`src/design/objdma_pkg.sv`:
```
/* Shared types for the object-attribute DMA: video timing bundle, bank write
   port, renderer object entry and DMA FSM states. Imported by the RTL modules */

package objdma_pkg;

    // Copy length in bytes, fixed by the board
    localparam int DMA_BYTES = 1024;

    // Video timing bundle from the timing generator
    typedef struct packed {
        logic       cen;    // Pixel clock enable
        logic [1:0] phase;  // Pixel phase inside a byte slot
        logic       hblank; // Last quarter of each line
        logic       vblank; // Last lines of each frame
    } video_timing_t;

    // Write port into the four attribute banks
    typedef struct packed {
        logic [3:0] we;     // One-hot bank strobe
        logic [7:0] addr;   // Object index
        logic [7:0] data;   // Byte from work RAM
    } bank_wr_t;

    // One object as seen by the renderer
    typedef struct packed {
        logic [4:0] attr;   // Bank 3, only 5 bits kept
        logic [7:0] b2;     // Bank 2
        logic [7:0] b1;     // Bank 1
        logic [7:0] b0;     // Bank 0
    } obj_entry_t;

    // DMA control states
    typedef enum logic [1:0] {
        DMA_IDLE = 2'd0,    // Waiting for vblank
        DMA_REQ  = 2'd1,    // Bus requested, no grant yet
        DMA_COPY = 2'd2,    // Copying bytes while granted
        DMA_DONE = 2'd3     // Copy over, wait for vblank to end
    } dma_state_t;

endpackage
```
`src/design/video_timing.sv`:
```
/* Video timing generator: pixel enable at half clk, byte-slot phase,
   pixel and line counters, horizontal and vertical blank flags */

module video_timing #(
    parameter int LINE_PIXELS  = 256,
    parameter int FRAME_LINES  = 40,
    parameter int VBLANK_LINES = 20
) (
    input  logic                      clk,
    input  logic                      rst_n,
    output objdma_pkg::video_timing_t timing
);

    localparam int HW = $clog2(LINE_PIXELS);
    localparam int VW = $clog2(FRAME_LINES);

    logic          cen;     // High on every second clk
    logic [HW-1:0] hcnt;    // Pixel inside the line
    logic [VW-1:0] vcnt;    // Line inside the frame
    logic          line_end;

    assign line_end = hcnt == HW'(LINE_PIXELS - 1);

    always_ff @(posedge clk or negedge rst_n) begin
        if (!rst_n) begin
            cen  <= 1'b0;
            hcnt <= '0;
            vcnt <= '0;
        end else begin
            cen <= ~cen;
            if (cen) begin
                if (line_end) begin
                    hcnt <= '0;
                    // Wrap the frame on the last line
                    if (vcnt == VW'(FRAME_LINES - 1))
                        vcnt <= '0;
                    else
                        vcnt <= vcnt + 1'b1;
                end else begin
                    hcnt <= hcnt + 1'b1;
                end
            end
        end
    end

    // Four pixels per byte slot, so the phase is the low pixel count
    always_comb begin
        timing.cen    = cen;
        timing.phase  = hcnt[1:0];
        timing.hblank = hcnt >= HW'(LINE_PIXELS - LINE_PIXELS / 4);   // Last quarter
        timing.vblank = vcnt >= VW'(FRAME_LINES - VBLANK_LINES);      // Last lines
    end

endmodule

```
`config.mk`:
```
export PLATFORM = sky130hd
export DESIGN_NAME = video_timing
export DESIGN_NICKNAME = d
export VERILOG_FILES = /design/src/design/objdma_pkg.sv /design/src/design/video_timing.sv
export SDC_FILE = /design/constraint.sdc
export NUM_CORES = 1
export LEC_CHECK = 0
export BUFFER_PORTS_ARGS = -buffer_cell sky130_fd_sc_hd__clkbuf_2
export CAP_MARGIN = 20
export CORE_MARGIN = 10
export CORE_UTILIZATION = 55
export DETAILED_ROUTE_END_ITERATION = 8
export HOLD_SLACK_MARGIN = 0.06
export PLACE_DENSITY_LB_ADDON = 0.15
export SLEW_MARGIN = 20
export SYNTH_ARGS = -nofsm -noshare
export SYNTH_HDL_FRONTEND = slang
export SYNTH_SLANG_ARGS = --single-unit
export TNS_END_PERCENT = 10
```
`constraint.sdc`:
```
create_clock -name clk -period 3.8 [get_ports clk]
set_input_delay 0 -clock clk [delete_from_list [all_inputs] [get_ports clk]]
set_output_delay 0 -clock clk [all_outputs]
set_load 0.02 [all_outputs]
```
==> results.txt, run 1 <==
----------------------------------------------------
[Flow run]
  Number of maximum-capacitance constraint violations ... 0

[Global route]
  Global-route wire length before repair ... 2220 um
  Number of antenna violations at the first check in global routing ... 0
  Pin count of the biggest net entering global routing ... 16
  Remaining global-route overflow ... 0
  Vias in the first global route ... 524
  Total track usage ... 0.0816

[Synth]
  Number of synthesis warnings ... 0
  Nets in the synthesized netlist ... 79
  Seq cells post-synth ... 15
  Average cell area after synthesis ... 10.4 sq um
  Part of the Yosys area used for sequential elements ... 0.489
  Mapped cell area ... 768 sq um
  Number of standard cells after synthesis ... 74
  Unique cell type count in the Yosys netlist ... 26

[Power]
  Highest ir drop seen on vdd ... 0.160 mV
  Pwr per Cell Area ... 307 nW/um^2
  Leakage power of the design ... 0.398 nW
  Total power after layout ... 0.000252 W

[CTS]
  Clk root buf ... sky130_fd_sc_hd__clkbuf_4
  H-tree level count ... 1
  CTS tree ... built
  Number of hold buffers added after cts ... 1
  Count of buffers added by post-CTS timing repair for setup ... 0
  Total clock sinks ... 15
  Maximum count of clock buffers along a single path ... 2
  Resize count post-CTS ... 0
  Clock-pin slew on the worst setup and hold paths ... 0.09 ns
  Latest clock arrival within the worst-skew pair ... 0.28 ns
  Total CTS buffers ... 3

[Floorplan]
  Die boundary width ... 57.4 um
  Overall die height ... 57.4 um
  CORE AREA ... 1300 sq um
  Number of top-level pins ... 7
  Cell Rows ... 13
  Initial Utilization ... 0.590
  Die outline area ... 3290 sq um

[STA]
  Final Setup Violations ... 0
  Fin Clk Skew ... 0.00311 ns
  Final Hold Vio Count ... 0
  Unrepaired setup endpoints after global routing ... false
  Maximum frequency from static timing analysis ... 0.658 GHz
  Rel. slew slack ... 0.768
  Max-slew violation total from the final report ... 0
  Actual transition at the worst max-transition pin ... 0.348 ns
  Post-route fraction of the period consumed by the critical path ... 0.400
  Min Tclk post-route ... 1.52 ns
  Total negative slack ... 0 ns

[Placed design]
  Placed wire-length estimate ... 897 um
  Routability-driven placement congestion ratio ... 0.691
  Total placed cells including tap cells ... 91
  Port bufs ... 6

[Drt]
  Final routed DRC violation total ... 0
  Pre-antenna DRT Iters ... 4
  Post-detailed-route wirelength per cell ... 12.6 um
  Antenna Violating Nets Remaining ... 0
  Vias after detailed routing ... 537
  Final WL ... 1210 um
  Number of vias per cell ... 5.59
  Number of design-rule violations left by the first detailed-router iteration ... 18

[Finish]
  Cell Count, Final, Fillers Out ... 96
  Total Nets Final ... 87
  Fraction of layout instances using a drive strength above 1 ... 0.173
  # diodes ... 0
  Growth of design area from synthesis to finish ... 6.84%
  Fraction of the core area covered by cells at the end of the flow ... 0.631

[Worst setup path]
  Cell chain of the critical path ... ha_1, nor4bb_1, o21ba_2, o21ai_0, o41ai_1
  Max FO, Critical Path ... 5
  Category of the worst setup path capture point ... flip-flop
  Setup crit start kind ... flip-flop
  Highest cell delay on the worst timing path ... 0.41 ns
  Data arrival time of the critical path ... 1.68 ns
  Category of the critical setup timing path ... flip-flop to flip-flop
  Max stage delay cell, worst path ... sky130_fd_sc_hd__dfrtp_1
  Critical path required time ... 3.96 ns

[Hold path]
  Class of the tightest hold or removal check ... input port to asynchronous set/reset pin

[Status]
  Run status ... completed

----------------------------------------------------
Yosys cell counts, drive strengths merged:
cell type  number  area [sq um]
dfrtp          15           375
nand2           8          30.0
o21ai           8          40.0
nand3           6          30.0
inv             5          18.8
buf             4          33.8
ha              3          37.5
xnor2           3          26.3
and2            2          12.5
and3            2          12.5
mux2            2          22.5
nand4           2          27.5
nor2            2          7.51
o31ai           2          15.0
xor2            2          17.5
a21o            1          7.51
a21oi           1          5.00
a31oi           1          6.26
nand2b          1          6.26
nor4bb          1          10.0
o211ai          1          7.51
o21ba           1          10.0
o41ai           1          8.76
power breakdown:
part	switching [W]	internal, W
sequential	0	0.000159
clock	0.0000493	0.0000390
combinational	0.00000289	0.00000103
area by class of cell:
cell class              instances  area, sq um
multi-input cells              50          340
flip-flops and latches         15          375
fillers                       109          480
inverters                       5         18.8
repair buffers                  7         40.0
well taps                      15         18.8
clock buffers                   3         22.5
clock inverters                 1         5.00
registers in the layout, summed over array words and instances, names as in the netlist:
register	count
hcnt	8
cen	1
vcnt	6
metrics by stage:
step | hold WS (ns) | setup slack [ns] | cell area (sq um)
floorplan | -0.296 | 2.43 | 768
global placement | -0.0759 | 2.34 | 783
detailed placement | -0.0759 | 2.28 | 783
CTS | 0.152 | 2.26 | 821
global route | 0.180 | 2.10 | 821
finish | 0.151 | 2.28 | 821
kinds of logic after synthesis:
family	count (synthesis)	share of synthesized area
adder cells (fa/ha/maj)	3	0.0489
XOR/XNOR	5	0.0570
multiplexers	2	0.0293
flip-flops	15	0.489
buffers and inverters	9	0.0684
AND/OR/NAND/NOR	24	0.178
AO/OA/AOI/OAI	16	0.130
placed cells by master, fill, tap and decap left out, types with 2 or more instances in the layout:
cell | synthesis | routed
sky130_fd_sc_hd__and2_1 | 2 | 2
sky130_fd_sc_hd__and3_1 | 2 | 2
sky130_fd_sc_hd__clkbuf_2 | 0 | 6
sky130_fd_sc_hd__clkbuf_4 | 0 | 3
sky130_fd_sc_hd__dfrtp_1 | 15 | 15
sky130_fd_sc_hd__ha_1 | 3 | 3
sky130_fd_sc_hd__inv_1 | 5 | 5
sky130_fd_sc_hd__mux2_2 | 2 | 2
sky130_fd_sc_hd__nand2_1 | 8 | 8
sky130_fd_sc_hd__nand3_1 | 6 | 6
sky130_fd_sc_hd__nor2_1 | 2 | 2
sky130_fd_sc_hd__o21ai_0 | 7 | 7
sky130_fd_sc_hd__o31ai_1 | 2 | 2
sky130_fd_sc_hd__xnor2_1 | 3 | 3
sky130_fd_sc_hd__xor2_1 | 2 | 2
path summary, 6_finish.rpt:
check                             start  endpoint  slack [ns]  cells after the start
worst min register to register  vcnt[5]   vcnt[5]        0.51                      1
max in group asynchronous         rst_n   hcnt[1]        3.39                      2
worst min-delay path              rst_n   hcnt[7]        0.15                      2
worst max-delay path            vcnt[0]   vcnt[5]        2.28                      5
min in group clk                vcnt[5]   vcnt[5]        0.51                      1
worst max register to register  vcnt[0]   vcnt[5]        2.28                      5
critical path: cells and delay by family (launching register included):
kind,cells,cell delay (ns)
AND/OR/NAND/NOR,1,0.36
AO/OA/AOI/OAI,3,0.44
adder cells (fa/ha/maj),1,0.20
flip-flops,1,0.41
per-layer routing:
layer  track usage  routed length (um)  part of all wire
met5             0                   0                 0
met4        0.0503                  12            0.0099
met1         0.100                 564              0.47
met3        0.0265                  61             0.050
met2         0.120                 569              0.47
Power figures use the tool's default switching activity.
==> inputs of run 2 (changes only) <==
--- a/config.mk
+++ b/config.mk
@@ -8,7 +8,7 @@
 export BUFFER_PORTS_ARGS = -buffer_cell sky130_fd_sc_hd__clkbuf_2
 export CAP_MARGIN = 20
 export CORE_MARGIN = 10
-export CORE_UTILIZATION = 55
+export CORE_UTILIZATION = 50
 export DETAILED_ROUTE_END_ITERATION = 8
 export HOLD_SLACK_MARGIN = 0.06
 export PLACE_DENSITY_LB_ADDON = 0.15
==> constraint.sdc (replaced) <==
create_clock -name clk -period 1.3 [get_ports clk]
set_input_delay 0 -clock clk [delete_from_list [all_inputs] [get_ports clk]]
set_output_delay 0 -clock clk [all_outputs]
set_load 0.02 [all_outputs]
==> run 2 against run 1 <==
Core utilization is 4.9 points higher; total power grew to 3.0 times the previous value; sequential share of layout area is 8.2 points lower; final area is 22% higher; register-to-register slack worse by 2.3 ns; first-iteration DRC count is 22% lower; setup slack worse by 2.3 ns; largest power group unchanged; wire length is 26% higher; clock-buffer cell count stayed put.
==> results.txt, run 2 (synthesis gave the netlist of run 1 again) <==
----------------------------------------------------
[Status]
  Run status ... completed

[Placed design]
  Total placed cells including tap cells ... 106
  Port bufs ... 6
  Placed wire-length estimate ... 1060 um
  Worst slack after detailed placement ... 0.0220 ns
  Routability-driven placement congestion ratio ... 0.771

[Floorplan]
  Die boundary width ... 59.2 um
  CORE AREA ... 1470 sq um
  Cell Rows ... 14
  Overall die height ... 59.2 um
  Die outline area ... 3500 sq um
  Number of top-level pins ... 7
  Initial Utilization ... 0.522

[STA]
  Unrepaired setup endpoints after global routing ... true
  Min Tclk post-route ... 1.27 ns
  Post-route fraction of the period consumed by the critical path ... 0.979
  Max-slew violation total from the final report ... 0
  Fin worst setup slack ... 0.0272 ns
  Fin Clk Skew ... 0.00774 ns
  Final Hold Vio Count ... 0
  Final Setup Violations ... 0
  Maximum frequency from static timing analysis ... 0.786 GHz
  Actual transition at the worst max-transition pin ... 0.381 ns
  Rel. slew slack ... 0.746

[Finish]
  Count of filler cells inserted in the layout ... 126
  Cell Count, Final, Fillers Out ... 113
  Most flops, register ... hcnt
  # diodes ... 0
  Fraction of the core area covered by cells at the end of the flow ... 0.679
  Growth of design area from synthesis to finish ... 30.1%
  Regs by FF count ... hcnt (8), vcnt (6), cen (1)
  Total Nets Final ... 103
  Commonest cells after routing, fill and taps aside ... 16 x sky130_fd_sc_hd__buf_4, 15 x sky130_fd_sc_hd__dfrtp_1, 8 x sky130_fd_sc_hd__nand2_1, 6 x sky130_fd_sc_hd__nand3_1, 6 x sky130_fd_sc_hd__clkbuf_2
  Max reg flops ... 8
  Fraction of layout instances using a drive strength above 1 ... 0.381
  Commonest non-fill, non-tap cell in the layout ... sky130_fd_sc_hd__buf_4

[Power]
  Pwr per Cell Area ... 749 nW/um^2
  Highest ir drop seen on vdd ... 0.580 mV
  Total power after layout ... 0.000749 W
  Leakage power of the design ... 0.481 nW

[CTS]
  Total CTS buffers ... 3
  Clk root buf ... sky130_fd_sc_hd__clkbuf_4
  Clock-pin slew on the worst setup and hold paths ... 0.10 ns
  Latest clock arrival within the worst-skew pair ... 0.29 ns
  H-tree level count ... 1
  CTS tree ... built
  Maximum count of clock buffers along a single path ... 2
  Total clock sinks ... 15

[Drt]
  Final routed DRC violation total ... 0
  Vias after detailed routing ... 618
  Post-detailed-route wirelength per cell ... 13.5 um
  Antenna Violating Nets Remaining ... 0
  Number of vias per cell ... 5.47
  Pre-antenna DRT Iters ... 4
  Number of design-rule violations left by the first detailed-router iteration ... 14
  Final WL ... 1520 um

[Global route]
  Total track usage ... 0.0952
  Remaining global-route overflow ... 0
  Vias in the first global route ... 595
  Number of antenna violations at the first check in global routing ... 0
  Pin count of the biggest net entering global routing ... 16
  Global-route wire length before repair ... 2560 um

[Worst setup path]
  Critical path required time ... 1.50 ns
  Max FO, Critical Path ... 9
  Category of the critical setup timing path ... flip-flop to flip-flop
  Category of the worst setup path capture point ... flip-flop
  Data arrival time of the critical path ... 1.48 ns
  Setup crit start kind ... flip-flop

[Hold path]
  Class of the tightest hold or removal check ... input port to asynchronous set/reset pin

[Flow run]
  Number of maximum-capacitance constraint violations ... 0

----------------------------------------------------
==> run 2: changes by cell type in the layout (fill, tap and decap cells not counted), sizes merged <==
cell	change
buf	+16
==> run 2: area by class of cell <==
type                       instances  area (sq um)  share of cell area
tap                               16          20.0              0.0200
clock buffer                       3          22.5              0.0225
sequential                        15           375               0.375
clock inverter                     1          5.00             0.00501
inverter                           5          18.8              0.0188
timing repair buffer              23           160               0.160
multi-input combinational         50           398               0.398
==> run 2: final timing paths <==
path / startpoint / end / slack, ns / cells past startpoint
worst max-delay path: hcnt[1] / vcnt[3] / 0.03 / 4
min in group clk: vcnt[2] / vcnt[2] / 0.55 / 1
worst min register to register: vcnt[2] / vcnt[2] / 0.55 / 1
max in group asynchronous: rst_n / hcnt[0] / 0.88 / 2
worst min-delay path: rst_n / hcnt[5] / 0.15 / 2
worst max register to register: hcnt[1] / vcnt[3] / 0.03 / 4
==> run 2: power by group <==
part           leakage, nW  internal (W)  switching [W]
combinational        0.268    0.00000299     0.00000917
clock               0.0177      0.000114       0.000156
sequential           0.195      0.000466              0
total                0.481      0.000584       0.000165
==> run 2: timing repair <==
item,in CTS,in global routing
resized for setup,0,12
setup endpoints to repair,0,7
hold buffers,1,0
endpoints found under the hold margin,15,0
setup buffers,0,2
==> run 2: worst max-delay path: stages (launching register included) <==
cell	delay [ns]
sky130_fd_sc_hd__dfrtp_1	0.42
sky130_fd_sc_hd__ha_4	0.19
sky130_fd_sc_hd__nand4_4	0.18
sky130_fd_sc_hd__a21o_1	0.22
sky130_fd_sc_hd__o31ai_1	0.19
==> run 2: layer usage <==
layer,up-vias,part of all wire,GRT usage
met1,295,0.45,0.113
li1,303,-,-
met4,0,0.030,0.0787
met5,-,0,0
met2,16,0.47,0.140
met3,4,0.052,0.0236
==> run 2: through the flow <==
stage	hold slack [ns]	area, sq um	TNS (ns)
after floorplan	-0.296	774	-0.0250
after global placement	-0.0682	896	0
after detailed placement	-0.0709	896	0
after CTS	0.157	933	0
after global routing	0.185	1000	-0.0721
final	0.145	1000	0
==> inputs of run 3 (changes only) <==
--- a/config.mk
+++ b/config.mk
@@ -8,7 +8,8 @@
 export BUFFER_PORTS_ARGS = -buffer_cell sky130_fd_sc_hd__clkbuf_2
 export CAP_MARGIN = 20
 export CORE_MARGIN = 10
-export CORE_UTILIZATION = 50
+export CORE_UTILIZATION = 40
+export CTS_BUF_LIST = sky130_fd_sc_hd__clkbuf_8
 export DETAILED_ROUTE_END_ITERATION = 8
 export HOLD_SLACK_MARGIN = 0.06
 export PLACE_DENSITY_LB_ADDON = 0.15
==> run 3 against run 2 <==
Register-to-register slack improved by 0.03 ns; first-iteration DRC count increased by 21%; cell count is 6.2% higher; non-clock buffer count down 2; via count is 7.3% lower; clock-buffer cell count unchanged; sequential power about the same.
==> results.txt, run 3 (synthesis gave the netlist of run 1 again) <==
----------------------------------------------------
[Drt]
  Pre-antenna DRT Iters ... 4
  Final WL ... 1380 um
  Post-detailed-route wirelength per cell ... 11.5 um
  Number of design-rule violations left by the first detailed-router iteration ... 17
  Final routed DRC violation total ... 0
  Antenna Violating Nets Remaining ... 0
  Vias after detailed routing ... 573
  Number of vias per cell ... 4.78

[Placed design]
  Routability-driven placement congestion ratio ... 0.761
  Placed wire-length estimate ... 1070 um
  Worst slack after detailed placement ... 0.000889 ns
  Total placed cells including tap cells ... 115
  Port bufs ... 6

[Global route]
  Total track usage ... 0.0801
  Global-route wire length before repair ... 2650 um
  Pin count of the biggest net entering global routing ... 16
  Number of antenna violations at the first check in global routing ... 0
  Vias in the first global route ... 606
  Remaining global-route overflow ... 0

[Power]
  Net switching component of the power ... 0.000157 W
  Total power after layout ... 0.000836 W
  Fraction of power consumed by sequential logic ... 0.559
  Relative contribution of combinational cells to total power ... 0.014
  Leakage power of the design ... 0.484 nW
  Clock power share ... 0.427
  Internal power summed over all cells ... 0.000679 W
  Highest ir drop seen on vdd ... 0.786 mV
  Pwr per Cell Area ... 827 nW/um^2
  Sw frac ... 0.188

[STA]
  Max-slew violation total from the final report ... 0
  Post-route fraction of the period consumed by the critical path ... 0.958
  Worst hold margin ... 0.201 ns
  Unrepaired setup endpoints after global routing ... true
  Min Tclk post-route ... 1.25 ns
  Fin worst setup slack ... 0.0541 ns
  Rel. slew slack ... 0.756
  Final Hold Vio Count ... 0
  Maximum frequency from static timing analysis ... 0.803 GHz
  Fin Clk Skew ... 0.00261 ns
  Actual transition at the worst max-transition pin ... 0.366 ns
  Final Setup Violations ... 0

[Worst setup path]
  Sum of buffers and inverters on the critical path ... 0
  Max FO, Critical Path ... 9
  Category of the critical setup timing path ... flip-flop to flip-flop
  FF-to-FF Start ... hcnt[4]
  Worst setup path start ... hcnt[4]
  Cell chain of the critical path ... and3_4, nand4_4, a21o_1, o31ai_1
  Highest cell delay on the worst timing path ... 0.35 ns
  Setup crit start kind ... flip-flop
  Critical path required time ... 1.45 ns
  Total number of cells along the worst setup path ... 4
  Endpoint of the worst register-to-register path ... vcnt[3]
  Max stage delay cell, worst path ... sky130_fd_sc_hd__dfrtp_1
  Worst reg2reg path depth ... 4
  Worst setup path endpoint ... vcnt[3]
  Worst reg-to-reg setup slack ... 0.05 ns
  Worst path top cell family by delay ... compound AO/OA/AOI/OAI gates
  Data arrival time of the critical path ... 1.40 ns
  Category of the worst setup path capture point ... flip-flop

[CTS]
  Count of buffers added by post-CTS timing repair for setup ... 0
  CTS tree ... built
  Total CTS buffers ... 3
  Clock-pin slew on the worst setup and hold paths ... 0.06 ns
  Maximum count of clock buffers along a single path ... 2
  H-tree level count ... 1
  Total clock sinks ... 15
  Latest clock arrival within the worst-skew pair ... 0.24 ns
  Clk root buf ... sky130_fd_sc_hd__clkbuf_8

[Finish]
  Total Nets Final ... 101
  Count of filler cells inserted in the layout ... 167
  Most flops, register ... hcnt
  # diodes ... 0
  Fraction of the core area covered by cells at the end of the flow ... 0.567
  Fraction of layout instances using a drive strength above 1 ... 0.347
  Commonest non-fill, non-tap cell in the layout ... sky130_fd_sc_hd__dfrtp_1
  Max reg flops ... 8
  Commonest cells after routing, fill and taps aside ... 15 x sky130_fd_sc_hd__dfrtp_1, 14 x sky130_fd_sc_hd__buf_4, 8 x sky130_fd_sc_hd__nand2_1
  Cell Count, Final, Fillers Out ... 120
  Regs by FF count ... hcnt (8), vcnt (6), cen (1)
  Growth of design area from synthesis to finish ... 31.6%

[Floorplan]
  Die outline area ... 4070 sq um
  Overall die height ... 63.8 um
  Cell Rows ... 15
  CORE AREA ... 1780 sq um
  Initial Utilization ... 0.431
  Number of top-level pins ... 7
  Die boundary width ... 63.8 um

[Flow run]
  Number of maximum-capacitance constraint violations ... 0

[Hold path]
  Class of the tightest hold or removal check ... input port to asynchronous set/reset pin

[Status]
  Run status ... completed

----------------------------------------------------
[run 3: cell count changes in the layout (fill, tap and decap cells not counted), sizes merged]
cell / previous run / this run
clkinv: 1 / 0
inv: 5 / 6
buf: 16 / 14
[run 3: worst min-delay path by stage]
| stage | slack [ns] | to | from | cells past startpoint |
|---|---|---|---|---|
| 5_1_grt | 0.24 | hcnt[7] | rst_n | 2 |
| 6_report | 0.20 | hcnt[7] | rst_n | 2 |
| 3_3_place_gp | -0.06 | hcnt[4] | rst_n | 1 |
| 2_1_floorplan | -0.30 | cen | rst_n | 0 |
| 4_1_cts | 0.22 | hcnt[1] | rst_n | 2 |
| 3_5_place_dp | -0.06 | hcnt[4] | rst_n | 1 |
[run 3: cell type report]
class	instances	area [sq um]	area share
multi-input combinational	50	395	0.391
sequential	15	375	0.371
timing repair buffer	21	145	0.144
clock buffer	3	41.3	0.0408
tap	25	31.3	0.0309
inverter	5	18.8	0.0186
clock inverter	1	3.75	0.00371
[run 3: routing by layer]
layer | global-route usage | share of wire | vias up | wire [um]
met5 | 0 | 0 | - | 0
met4 | 0.0383 | 0.015 | 0 | 21
met3 | 0.0453 | 0.062 | 2 | 85
met2 | 0.119 | 0.46 | 8 | 627
met1 | 0.0902 | 0.47 | 265 | 644
li1 | - | - | 298 | -
[run 3: through the flow]
stage | setup TNS [ns] | cell area, sq um
detailed placement | 0 | 907
CTS | 0 | 971
global placement | 0 | 907
global route | -0.0347 | 1010
floorplan | -0.0250 | 774
finish | 0 | 1010
[run 3: worst register-to-register path: cells and delay by family, from the launching register on]
kind	cells	cell delay, ns
compound gates	2	0.41
simple gates	2	0.40
flops	1	0.35
[run 3: repair_timing]
action / in CTS / in global routing
hold endpoints to repair: 15 / 0
gates resized for setup: 1 / 9
pin swaps: 0 / 1
setup endpoints to repair: 1 / 3
hold buffers: 1 / 0
[run 3: power groups by stage]
stage,combinational (W),clock [W],sequential (W)
2_1_floorplan,0.000000000176,0,0.000476
3_3_place_gp,0.0000108,0,0.000475
3_5_place_dp,0.0000106,0,0.000475
4_1_cts,0.0000130,0.000374,0.000467
5_1_grt,0.0000139,0.000396,0.000467
6_report,0.0000119,0.000357,0.000467
