$ cat config.mk
export PLATFORM = sky130hd
export DESIGN_NAME = objdma_ctrl
export DESIGN_NICKNAME = d
export VERILOG_FILES = /design/src/design/objdma_pkg.sv /design/src/design/objdma_ctrl.sv
export SDC_FILE = /design/constraint.sdc
export NUM_CORES = 1
export LEC_CHECK = 0
export BUFFER_PORTS_ARGS = -buffer_cell sky130_fd_sc_hd__buf_2
export CAP_MARGIN = 10
export CORE_AREA = 5 5 60 52
export CTS_CLUSTER_SIZE = 12
export DETAILED_ROUTE_END_ITERATION = 8
export DIE_AREA = 0 0 65 57
export GPL_ROUTABILITY_DRIVEN = 1
export PLACE_DENSITY = 0.82
export SLEW_MARGIN = 20
export SYNTH_ARGS = -nofsm -noshare
export SYNTH_HDL_FRONTEND = slang
export SYNTH_SLANG_ARGS = --single-unit
$ cat constraint.sdc
create_clock -name clk -period 6 [get_ports clk]
set_input_delay 0.9 -clock clk [delete_from_list [all_inputs] [get_ports clk]]
set_output_delay 0.9 -clock clk [all_outputs]
set_load 0.1 [all_outputs]
$ cat src/design/objdma_pkg.sv
/* Shared types for the object-attribute DMA: video timing bundle, bank write
   port, renderer object entry and DMA FSM states. Imported by the RTL modules */

package objdma_pkg;

    // Copy length in bytes, fixed by the board
    localparam int DMA_BYTES = 1024;

    // Video timing bundle from the timing generator
    typedef struct packed {
        logic       cen;    // Pixel clock enable
        logic [1:0] phase;  // Pixel phase inside a byte slot
        logic       hblank; // Last quarter of each line
        logic       vblank; // Last lines of each frame
    } video_timing_t;

    // Write port into the four attribute banks
    typedef struct packed {
        logic [3:0] we;     // One-hot bank strobe
        logic [7:0] addr;   // Object index
        logic [7:0] data;   // Byte from work RAM
    } bank_wr_t;

    // One object as seen by the renderer
    typedef struct packed {
        logic [4:0] attr;   // Bank 3, only 5 bits kept
        logic [7:0] b2;     // Bank 2
        logic [7:0] b1;     // Bank 1
        logic [7:0] b0;     // Bank 0
    } obj_entry_t;

    // DMA control states
    typedef enum logic [1:0] {
        DMA_IDLE = 2'd0,    // Waiting for vblank
        DMA_REQ  = 2'd1,    // Bus requested, no grant yet
        DMA_COPY = 2'd2,    // Copying bytes while granted
        DMA_DONE = 2'd3     // Copy over, wait for vblank to end
    } dma_state_t;

endpackage
$ cat src/design/objdma_ctrl.sv
/* Object DMA control: requests the CPU bus at vblank, then copies 1024 bytes
   of work RAM into the attribute banks, one byte per four-pixel slot */

module objdma_ctrl (
    input  logic                      clk,
    input  logic                      rst_n,
    input  objdma_pkg::video_timing_t timing,
    input  logic                      busak_n,   // Bus grant from the CPU
    input  logic [7:0]                dma_data,  // Byte read from work RAM
    output logic                      busrq_n,   // Bus request to the CPU
    output logic                      dma_cs,    // RAM select for DMA
    output logic [9:0]                dma_addr,
    output objdma_pkg::bank_wr_t      bank_wr
);

    import objdma_pkg::*;

    // One extra bit marks the end of the copy
    localparam int CNT_W = $clog2(DMA_BYTES) + 1;

    dma_state_t       state;
    logic [CNT_W-1:0] cnt;          // Copy counter
    logic             vb_l;         // Last vblank
    logic             vb_rise;
    logic             slot_rd;      // Phase 1, RAM read issued
    logic             slot_wr;      // Phase 3, bank written
    logic             copy_end;
    logic             wr_en;

    assign vb_rise  = timing.vblank && !vb_l;
    assign slot_rd  = timing.cen && timing.phase == 2'd1;
    assign slot_wr  = timing.cen && timing.phase == 2'd3;
    assign copy_end = cnt[CNT_W-1];

    always_ff @(posedge clk or negedge rst_n) begin
        if (!rst_n) begin
            state   <= DMA_IDLE;
            busrq_n <= 1'b1;
            dma_cs  <= 1'b0;
            cnt     <= '0;
            vb_l    <= 1'b0;
        end else begin
            vb_l <= timing.vblank;
            case (state)
                DMA_IDLE: if (vb_rise) begin
                    busrq_n <= 1'b0;            // Ask the CPU for the bus
                    cnt     <= '0;
                    state   <= DMA_REQ;
                end
                DMA_REQ: if (slot_rd && !busak_n) begin
                    dma_cs <= 1'b1;             // First granted slot
                    state  <= DMA_COPY;
                end
                DMA_COPY: begin
                    // Grant sampled once per slot
                    if (slot_rd)
                        dma_cs <= ~busak_n;
                    if (wr_en)
                        cnt <= cnt + 1'b1;
                    if (copy_end) begin
                        busrq_n <= 1'b1;        // Hand the bus back
                        dma_cs  <= 1'b0;
                        state   <= DMA_DONE;
                    end
                end
                DMA_DONE: if (!timing.vblank)
                    state <= DMA_IDLE; // Rearm for the next frame
                default: state <= DMA_IDLE;
            endcase
        end
    end

    // Board address scramble of the counter
    always_comb begin
        dma_addr[2] = cnt[0];
        dma_addr[6] = cnt[1];
        dma_addr[3] = cnt[2];
        dma_addr[4] = cnt[3];
        dma_addr[7] = cnt[4];
        dma_addr[8] = cnt[5];
        dma_addr[9] = cnt[6];
        dma_addr[5] = cnt[7];
        dma_addr[0] = cnt[8];
        dma_addr[1] = cnt[9];
    end

    // Only a slot granted at phase 1 writes a bank
    assign wr_en = state == DMA_COPY && dma_cs && slot_wr && !copy_end;

    always_comb begin
        bank_wr.we   = wr_en ? 4'b0001 << cnt[9:8] : 4'b0000;  // Bank from top bits
        bank_wr.addr = cnt[7:0];
        bank_wr.data = dma_data;
    end

endmodule

==> results of run 1 <==
[kinds of logic (layout without fill, tap and decap cells)]
family / Yosys count / count (layout)
AOI/OAI and AO/OA: 31 / 31
adders and majority gates: 6 / 6
buffers and inverters: 33 / 39
DFF: 16 / 16
muxes: 4 / 4
and+or+nand+nor: 39 / 39
[power by group through the flow]
| stage | Sequential, mW | Clock [mW] | Combinational [mW] |
|---|---|---|---|
| 2_1_floorplan | 0.164 | 0 | 0.216 |
| 3_3_place_gp | 0.140 | 0 | 0.242 |
| 4_1_cts | 0.139 | 0.0620 | 0.253 |
| 3_5_place_dp | 0.141 | 0 | 0.251 |
| 5_1_grt | 0.142 | 0.0674 | 0.274 |
| 6_report | 0.139 | 0.0591 | 0.253 |
[final cells by class]
| cell class | instances | area, sq um | share of cell area, % |
|---|---|---|---|
| inverters | 5 | 18.8 | 1.58 |
| multi-input cells | 80 | 554 | 46.7 |
| flip-flops and latches | 16 | 402 | 33.9 |
| repair buffers | 30 | 150 | 12.7 |
| clock buffers | 4 | 26.3 | 2.22 |
| well taps | 28 | 35.0 | 2.95 |
[path summary, 6_finish.rpt]
| path | end | from | cells past startpoint |
|---|---|---|---|
| max in group asynchronous | busrq_n$_DFFE_PN1P_ | rst_n | 1 |
| min | cnt[7]$_DFFE_PN0P_ | rst_n | 1 |
| min in group clk | busrq_n$_DFFE_PN1P_ | busrq_n$_DFFE_PN1P_ | 2 |
| min reg2reg | busrq_n$_DFFE_PN1P_ | busrq_n$_DFFE_PN1P_ | 2 |
| max | bank_wr[19] | state[0]$_DFFE_PN0P_ | 6 |
| max reg2reg | cnt[1]$_DFFE_PN0P_ | state[0]$_DFFE_PN0P_ | 6 |
[worst reg2reg max path, cell delays in order (launching register included)]
cell and delay [ps]:
dfrtp_1 410, inv_1 130, ha_1 490, inv_2 200, mux2i_1 550, o21ai_0 240
a32o_1 250
[cell usage after synthesis, drive strengths merged]
library cell  count
o31ai             1
a21oi             8
nor4              2
and4b             1
clkbuf            1
nand2             6
buf              27
a222oi            1
o21ai             2
nor2b             1
inv               5
a32o              1
and3              1
or3               2
o311ai            1
nand4             4
a31oi             7
mux2              2
nor3              6
nand4b            1
ha                6
a211o             1
dfstp             1
nand3             2
a21o              5
nor2              8
or2               1
nor3b             2
mux2i             2
dfrtp            15
nor4b             1
a221o             1
o311a             1
nand2b            1
o211ai            2
[routing by layer]
layer / share of wire (%) / routed length, microns
met1: 43 / 1110
met2: 47 / 1220
met3: 9.0 / 232
met4: 0.47 / 12
met5: 0 / 0
[state kept, by name, indices dropped and copies added (netlist names)]
name and flops:
dma_cs 1, vb_l 1, cnt 11, state 2, busrq_n 1
[metrics by stage]
stage | hold WS, ps | setup slack, ps | cell area [sq um]
floorplan | 514 | 1340 | 1180
CTS | 507 | 2520 | 1190
detailed placement | 520 | 2860 | 1160
global route | 513 | 2300 | 1190
global placement | 518 | 2920 | 1160
finish | 502 | 2540 | 1190
==> summary.md, run 1 <==
| Metric | Value |
|---|---|
| Leak | 0.613 nW |
| Post-synthesis mux area share | 3.59% |
| Crit share post-route | 57.7% |
| Fill count | 246 |
| Fin nets | 158 |
| Mapped cell area | ~1200 sq um |
| R2r setup slk | 3640 ps |
| GR Overflow Total | 0 |
| Min-Delay Path Class | primary input to asynchronous set/reset pin |
| Pin count of the biggest net entering global routing | 17 |
| Met2 track utilization from global routing | 23.3% |
| CP max FO | 12 |
| Sequential power share | 30.8% |
| Final antenna-violating net count | 0 |
| Vias in the first global route | 922 |
| Initial antenna violation count | 0 |
| Warning count from the yosys run | 0 |
| Synth top area cells | dfrtp_1 32%, buf_4 16%, ha_1 6.3% |
| XOR/XNOR Fraction of Synth Area | 0% |
| IO Pins | 48 |
| Most Used Layer, Global Route | met2 |
| Post-Syn Nets | roughly 150 |
| Outcome | completed |
| CTS tree | yes |
| Clk slew on worst S/H paths | 100 ps |
| Worst EP required | 5100 ps |
| Max clock buf depth | 2 |
| Clock sinks | 16 |
| Pwr Total | 0.451 mW |
| Cts repair resizes | 0 |
| Slew HR | 55.5% |
| Cell count after synthesis | 129 |
| Total negative setup slack | 0 ps |
| DIE AREA | around 3700 sq um |
| Commonest non-fill, non-tap cells in the layout | 30 x buf_2, 15 x dfrtp_1, 8 x nor2_1, 8 x a21oi_1, 7 x a31oi_1 |
| Post-synthesis sequential area ratio | 33.9% |
| CP cell instances | inv_1 > ha_1 > nand4b_4 > nor2_1 > and3_1 > buf_2 |
| Max_cap viols | 0 |
| Max Freq | 289 MHz |
| Commonest non-fill, non-tap cell in the layout | buf_2 |
| Total wire length | 2.57 mm |
| GR Util met3 | 4.53% |
| CTS HTree Levels | 1 |
| Row count | 17 |
| Initial drt markers | 55 |
| Final Critical Period | ~3500 ps |
| First-pass GRT wire length | approximately 4.3 mm |
| Unrepaired setup endpoints after global routing | false |
| Avg Inst Size Synth | between 9 and 10 sq um |
| Netlist cell types | 37 |
| DRC violations left | 0 |
| CP delay by family, top | simple AND/OR/NAND/NOR gates |
| Worst setup path class | register to primary output |
| Synth Area in Compound Gates | 17.8% |
| Worst EP arrival | 2560 ps |
| Worst VDD drop | 0.000180 V |
| Vias per cell | 5.89 |
| Post-synthesis simple-gate area fraction | 19.0% |
| Ratio of cells with drive above 1 in the final layout | 28.1% |
| Total Routing Usage GR | 14.5% |
| Sw Ratio | 52.1% |
| Clk_lat worst skew | 290 ps |
| Synth Area in Adders | 6.34% |
| CTS buffer count | 3 |
| Core Util, Final | a little under half |
| Met1 usage | 19.0% |
| Clock root buffer | clkbuf_4 |
| Vias | 960 |
| I/O Buffers | 30 |
| Max incr delay on CP | 490 ps |
| Setup Skew | 15.4 ps |
| Combinational power share | 56.1% |
| Buf/Inv on CP | 2 |
| Dominant cell type by area after synthesis | dfrtp_1 |
| Final setup fails | 0 |
| GP Congestion | 0.821 |
| Post-route insts no fill | 163 |
| DR WL/cell | around 16 microns |
| Element type at the critical path end | primary output |
| Switch Pwr | 0.235 mW |
| Worst setup SP type | register |
| Die height | 57 microns |
| Post-Place Cells | 159 |
| #FFs+latches synth | 16 |
| Post-CTS Setup Inserts | 0 |
| Pint | 0.216 mW |
| Core area | 2530 sq um |
| Area Overhead vs Synth | 0.106% |
| CP max-delay cell | ha_1 |
| PwrDens | 380 nW/um^2 |
| Proportion of power drawn by the clock network | 13.1% |
| Main combinational cell family by area after synthesis | buffers and inverters |
| Synth top area share | 31.7% |
| ANT cells | 0 |
| Pins over their slew limit | 0 |
| Initial DRT Pass Iterations | 4 |
| Worst slew pin tran | 649 ps |
| Die Span X | 65 microns |
| Hold Fails Final Rpt | 0 |
| Cts hold-fix bufs | 0 |
| Starting Density | 46.8% |
| Final HPWL from detailed placement | 1.95 mm |
Note: power is estimated with default switching activity, not from simulation.
==> run 2: changes to the inputs <==
- ABC_AREA: default -> 1
- CORE_AREA: 5 5 60 52 -> 5 5 66 56
- DIE_AREA: 0 0 65 57 -> 0 0 71 61
- PLACE_DENSITY: 0.82 -> 0.75
- clock period: 6 -> 3.05 ns (I/O delays scaled with it)
==> summary.md, run 2 <==
| Metric | Value |
|---|---|
| Post-CTS Setup Inserts | 0 (unchanged) |
| Core area | 2970 sq um (+17%) |
| Max_cap viols | 0 (unchanged) |
| Initial drt markers | 31 (-44%) |
| CTS buffer count | 3 (unchanged) |
| CTS HTree Levels | 1 (unchanged) |
| Mapped cell area | 1250 sq um (+5.5%) |
| Max Freq | 419 MHz |
| Post-synthesis sequential area ratio | 32.1% (-1.8 points) |
| Hold Fails Final Rpt | 0 (unchanged) |
| Final Critical Period | between 2000 and 2500 ps |
| Total Routing Usage GR | 13.0% (-1.4 points) |
| Area Overhead vs Synth | 4.20% |
| I/O Buffers | 30 (unchanged) |
| Clock sinks | 16 (unchanged) |
| CP cell instances | inv_1 > ha_1 > nand2_1 > nor2_2 > nand2_2 > nor3_1 > buf_2 |
| Top reg by flops | cnt |
| GP Congestion | 0.833 (+1.5%) |
| PwrDens | 834 nW/um^2 (+120%) |
| DR WL/cell | 11.4 microns (-28%) |
| Fin nets | 204 (+29%) |
| Unrepaired setup endpoints after global routing | false |
| DRC violations left | 0 (unchanged) |
| Dominant cell type by area after synthesis | dfrtp_1 |
| #FFs+latches synth | 16 (unchanged) |
| Worst EP required | 2590 ps (-2510 ps) |
| Synth top area cells | dfrtp_1 30%, buf_4 16%, nand2_1 14% |
| Commonest non-fill, non-tap cells in the layout | 45 x nand2_1, 30 x buf_2, 20 x nand3_1, 16 x inv_1, 15 x dfrtp_1 |
| Row count | 18 (+1) |
| Avg Inst Size Synth | 7.18 sq um (-22%) |
| Min-Delay Path Class | primary input to asynchronous set/reset pin |
| Post-Place Cells | 217 (+36%) |
| Worst R2R Path Depth | 9 (+3) |
| Dominant register cell in the synthesized netlist | dfrtp_1 |
| Synth top area share | 30.0% (-1.6 points) |
| Slew HR | 67.3% (+12 points) |
| CTS tree | yes |
| Top flop regs | cnt: 11 flops, state: 2 flops |
| Clk_lat worst skew | 250 ps (-40 ps) |
| GR Overflow Total | 0 (unchanged) |
| Setup Skew | 3.26 ps (-12.2 ps) |
| Ratio of cells with drive above 1 in the final layout | 23.8% (-4.4 points) |
| Pins over their slew limit | 0 (unchanged) |
| Die Span X | 71 microns (+9.2%) |
| Warning count from the yosys run | 0 (unchanged) |
| Max incr delay on CP | 470 ps (-20 ps) |
| Asr flop ratio synth | 100% (unchanged) |
| Final HPWL from detailed placement | 1.96 mm (+0.50%) |
| Outcome | completed |
| Element type at the critical path end | primary output |
| Sequential power share | 26.7% (-4.1 points) |
| Cell count after synthesis | 174 (+35%) |
| Pwr Total | 1.09 mW (+140%) |
| ANT cells | 0 (unchanged) |
| Starting Density | 42.0% (-4.8 points) |
| Initial DRT Pass Iterations | 4 (unchanged) |
| Worst VDD drop | 0.000214 V (+19%) |
| First-pass GRT wire length | 4.33 mm (+1.3%) |
| Worst setup SP type | register |
| Worst slew pin tran | 494 ps (-155 ps) |
| Worst setup path class | register to primary output |
| Proportion of power drawn by the clock network | 17.0% (+3.9 points) |
| Cts hold-fix bufs | 0 (unchanged) |
| Number of synthesized flops with an enable pin | 0 (unchanged) |
| Die height | 61 microns (+7.0%) |
| DIE AREA | 4330 sq um (+17%) |
| Vias | 1054 (+9.8%) |
| CP max-delay cell | buf_2 |
| Top-count cell post-synth | nand2_1 |
| Final setup fails | 0 (unchanged) |
| Clk slew on worst S/H paths | 60 ps (-40 ps) |
| Max reg flops | 11 (unchanged) |
| IO Pins | 48 (unchanged) |
| Clock root buffer | clkbuf_8 |
| Top cells by count, synth | 45 x nand2_1, 26 x buf_4, 20 x nand3_1 |
| Total wire length | 2.51 mm (-2.2%) |
| Final antenna-violating net count | 0 (unchanged) |
| CP max FO | 5 (-7) |
| Switch Pwr | 0.593 mW (+150%) |
| Netlist cell types | 23 (-38%) |
| Vias per cell | 4.77 (-19%) |
| Worst EP arrival | 1930 ps (-630 ps) |
| Sw Ratio | 54.5% (+2.4 points) |
| Post-route insts no fill | 221 (+36%) |
| Leak | 0.684 nW (+12%) |
| Crit share post-route | 78.3% |
| Pint | 0.494 mW (+130%) |
| Initial antenna violation count | 0 (unchanged) |
| Pin count of the biggest net entering global routing | 17 (unchanged) |
| Commonest non-fill, non-tap cell in the layout | nand2_1 |
| Max clock buf depth | 2 (unchanged) |
| Cts repair resizes | 0 (unchanged) |
| Combinational power share | 56.3% (+0.2 points) |
| Vias in the first global route | 996 (+8.0%) |
| Post-Syn Nets | 196 (+30%) |
## run 2: cell count changes in the layout (fill, tap and decap cells not counted), sizes merged, moves of 5 or more
cell | before | now
nand2 | 6 | 48
nand3 | 2 | 20
inv | 5 | 16
o21ai | 2 | 11
a31oi | 7 | 0
a21o | 5 | 0
a21oi | 8 | 3
nor2 | 8 | 13
## run 2: path summary, 6_finish.rpt
check,to,from,slack (ps)
worst min register to register,dma_cs$_DFFE_PN0P_,dma_cs$_DFFE_PN0P_,510
min in group clk,vb_l$_DFF_PN0_,timing[0],350
worst min-delay path,vb_l$_DFF_PN0_,rst_n,120
worst max-delay path,bank_wr[19],state[0]$_DFFE_PN0P_,660
max in group asynchronous,busrq_n$_DFFE_PN1P_,rst_n,2620
worst max register to register,cnt[9]$_DFFE_PN0P_,state[0]$_DFFE_PN0P_,1330
## run 2: routing by layer
metal / share of wire [%] / global-route usage, %
met5: 0 / 0
met4: 1.4 / 4.56
met3: 7.5 / 4.47
met2: 44 / 21.0
met1: 47 / 16.5
## run 2: final cells by class
cell class,instances,area (sq um)
Clock buffer,4,55.1
Fill cell,308,1670
Inverter,16,60.1
Multi-Input combinational cell,114,578
Sequential cell,16,402
Tap cell,40,50.0
Timing Repair Buffer,31,158
## run 2: through the flow
stage          TNS [ps]  instance area, sq um  setup WS [ps]  util (%)  hold WS, ps
2_1_floorplan     -3030                  1250           -756         -          162
3_3_place_gp          0                  1250            943      42.0          394
3_5_place_dp          0                  1250            932      42.0          395
4_1_cts               0                  1300            656      43.8          123
5_1_grt               0                  1300            513      43.8          148
6_report              0                  1300            662      43.8          118
## run 2: cell families (layout without fill, tap and decap cells)
kind of cell	count (synthesis)	count (layout)	synth area share, %
compound gates	15	15	6.81
xor+xnor	3	3	2.10
fa+ha+maj	6	6	6.01
buf+inv	44	51	21.6
flops	16	16	32.1
simple gates	90	90	31.3
## run 2: power groups by stage
| stage | logic [mW] | clock network [mW] | registers, mW |
|---|---|---|---|
| floorplan | 0.545 | 0 | 0.338 |
| detailed placement | 0.610 | 0 | 0.295 |
| finish | 0.612 | 0.185 | 0.290 |
| global route | 0.668 | 0.198 | 0.298 |
| global placement | 0.598 | 0 | 0.293 |
| CTS | 0.614 | 0.191 | 0.291 |
## run 2: worst max-delay path, delay by kind of cell, from the launching register on
family	cells	cell delay [ps]
fa+ha+maj	1	190
buf+inv	2	590
flops	1	420
simple gates	4	490
==> run 3: changes to the inputs <==
- clock period: 3.05 -> 1.9 ns (I/O delays scaled with it)
==> summary.md, run 3 (synthesis results as in run 2) <==
| Metric | Value |
|---|---|
| Worst slew pin tran | 488 ps (-6.23 ps) |
| Sw Ratio | 54.2% (-0.29 points) |
| Min-Delay Endpoint | vb_l$_DFF_PN0_ |
| Commonest non-fill, non-tap cell in the layout | nand2_1 |
| First-pass GRT wire length | 4.53 mm (+4.6%) |
| Row count | 18 (unchanged) |
| Worst EP arrival | 1580 ps (-350 ps) |
| Post-route insts no fill | 223 (+0.90%) |
| RR Startpoint | state[0]$_DFFE_PN0P_ |
| Ratio of cells with drive above 1 in the final layout | 29.0% (+5.2 points) |
| Top flop regs | cnt: 11 flops, state: 2 flops |
| CTS tree | yes |
| Fin nets | 206 (+0.98%) |
| Vias in the first global route | 971 (-2.5%) |
| Initial drt markers | 58 (+87%) |
| Worst R2R Path Depth | 8 (-1) |
| Clk_lat worst skew | 250 ps (about the same) |
| Clock sinks | 16 (unchanged) |
| Leak | 0.731 nW (+6.9%) |
| Clk slew on worst S/H paths | 70 ps (about the same) |
| Post-Place Cells | 217 (unchanged) |
| CP max FO | 5 (unchanged) |
| Commonest non-fill, non-tap cells in the layout | 43 x nand2_1, 26 x buf_2, 20 x nand3_1, 15 x inv_1, 14 x dfrtp_1 |
| Unrepaired setup endpoints after global routing | true |
| PwrDens | 1250 nW/um^2 (+50%) |
| Initial antenna violation count | 0 (unchanged) |
| Top reg by flops | cnt |
| Min-Delay Path Class | primary input to register |
| Area Overhead vs Synth | 16.9% |
| Slew HR | 67.7% (+0.41 points) |
| Clock root buffer | clkbuf_8 |
| Final setup margin | 32.9 ps (-629 ps) |
| Pin count of the biggest net entering global routing | 17 (unchanged) |
| GR Overflow Total | 0 (unchanged) |
| Total Routing Usage GR | 13.5% (+0.48 points) |
| Setup Slack @ Placement | 229 ps (-703 ps) |
| DIE AREA | 4330 sq um (unchanged) |
| Proportion of power drawn by the clock network | 17.0% (about the same) |
| Starting Density | 42.0% (unchanged) |
| Final setup fails | 0 (unchanged) |
| DR WL/cell | 11.3 microns (-0.62%) |
| Pins over their slew limit | 0 (unchanged) |
| Final HPWL from detailed placement | 1.93 mm (-1.6%) |
| Total wire length | 2.52 mm (+0.28%) |
| Worst setup SP type | register |
| CTS HTree Levels | 1 (unchanged) |
| Initial DRT Pass Iterations | 4 (unchanged) |
| Core Util, Final | 49.2% (+5.3 points) |
| Pwr Total | 1.83 mW (+68%) |
| Combinational power share | 56.9% (+0.6 points) |
| Pint | 0.836 mW (+69%) |
| Fill count | 303 (-1.6%) |
| Max clock buf depth | 2 (unchanged) |
| IO Pins | 48 (unchanged) |
| Setup Skew | 5.69 ps (+2.43 ps) |
| ANT cells | 0 (unchanged) |
| Worst hold path depth | 1 |
| Element type at the critical path end | primary output |
| End of the worst register-to-register path | cnt[2]$_DFFE_PN0P_ |
| Die height | 61 microns (unchanged) |
| Core area | 2970 sq um (unchanged) |
| I/O Buffers | 30 (unchanged) |
| Hold Fails Final Rpt | 0 (unchanged) |
| CTS buffer count | 3 (unchanged) |
| Vias per cell | 4.66 (-2.2%) |
| DRC violations left | 0 (unchanged) |
| GP Congestion | 0.843 (+1.2%) |
| Worst VDD drop | 0.000444 V (+110%) |
| Cts repair resizes | 0 (unchanged) |
| Die Span X | 71 microns (unchanged) |
| Max Freq | 536 MHz |
| Worst EP required | 1620 ps (-970 ps) |
| Final Critical Period | 1870 ps |
| Vias | 1040 (-1.3%) |
| Max reg flops | 11 (unchanged) |
| Max_cap viols | 0 (unchanged) |
| R2r setup slk | 300 ps (-1030 ps) |
| Sequential power share | 26.1% (-0.6 points) |
| Worst setup path class | register to primary output |
| Outcome | completed |
| Final antenna-violating net count | 0 (unchanged) |
| Crit share post-route | 98.3% |
| Switch Pwr | 0.991 mW (+67%) |
| Hold_sp | timing[0] |
## run 3: cell types whose count changed in the layout (fill, tap and decap cells not counted), sizes merged
cell	previous run	this run
buf	31	32
dlygate4sd3	0	1
## run 3: worst max path at each step
stage                         startpoint     endpoint  cells past startpoint
finish              state[0]$_DFFE_PN0P_  bank_wr[19]                      7
global route        state[0]$_DFFE_PN0P_  bank_wr[17]                      7
CTS                 state[0]$_DFFE_PN0P_  bank_wr[19]                      7
detailed placement  state[0]$_DFFE_PN0P_  bank_wr[16]                      7
global placement    state[0]$_DFFE_PN0P_  bank_wr[16]                      7
floorplan           state[0]$_DFFE_PN0P_  bank_wr[16]                      6
## run 3: routing by layer
| metal | vias up | track usage, % | part of all wire [%] |
|---|---|---|---|
| li1 | 554 | - | - |
| met1 | 458 | 19.7 | 53 |
| met2 | 23 | 19.3 | 41 |
| met3 | 5 | 2.32 | 4.6 |
| met4 | 0 | 6.70 | 2.1 |
| met5 | - | 0 | 0 |
## run 3: layout make-up
| class | instances | area [sq um] | share of cell area [%] |
|---|---|---|---|
| well taps | 40 | 50.0 | 3.42 |
| multi-input cells | 114 | 656 | 44.9 |
| clock buffers | 4 | 55.1 | 3.77 |
| inverters | 16 | 60.1 | 4.11 |
| repair buffers | 33 | 235 | 16.1 |
| flip-flops and latches | 16 | 405 | 27.7 |
## run 3: worst max-delay path, stage by stage, from the launching register on
cell     delay, ps
dfrtp_1        390
inv_2          100
ha_4           150
nand2_4         60
nor2_4         140
nand2_4        110
nor3_4         170
buf_12         200
## run 3: per-stage QoR
step	hold WS (ps)	instance area [sq um]	TNS [ps]
after global routing	182	1460	-297
after detailed placement	227	1390	0
final	175	1460	0
after floorplan	-10.6	1330	-366
after global placement	223	1390	0
after CTS	171	1460	0
## run 3: power groups by stage
stage / registers, mW / logic (mW) / clock network (mW)
global route: 0.493 / 1.14 / 0.326
global placement: 0.489 / 1.01 / 0
finish: 0.476 / 1.04 / 0.311
floorplan: 0.560 / 0.915 / 0
detailed placement: 0.491 / 1.02 / 0
CTS: 0.479 / 1.05 / 0.317
## run 3: repair_timing
| item | in CTS | in global routing |
|---|---|---|
| setup endpoints to repair | 4 | 4 |
| hold endpoints to repair | 15 | 0 |
| setup buffers | 1 | 0 |
| pin swaps | 1 | 0 |
| hold buffers | 1 | 0 |
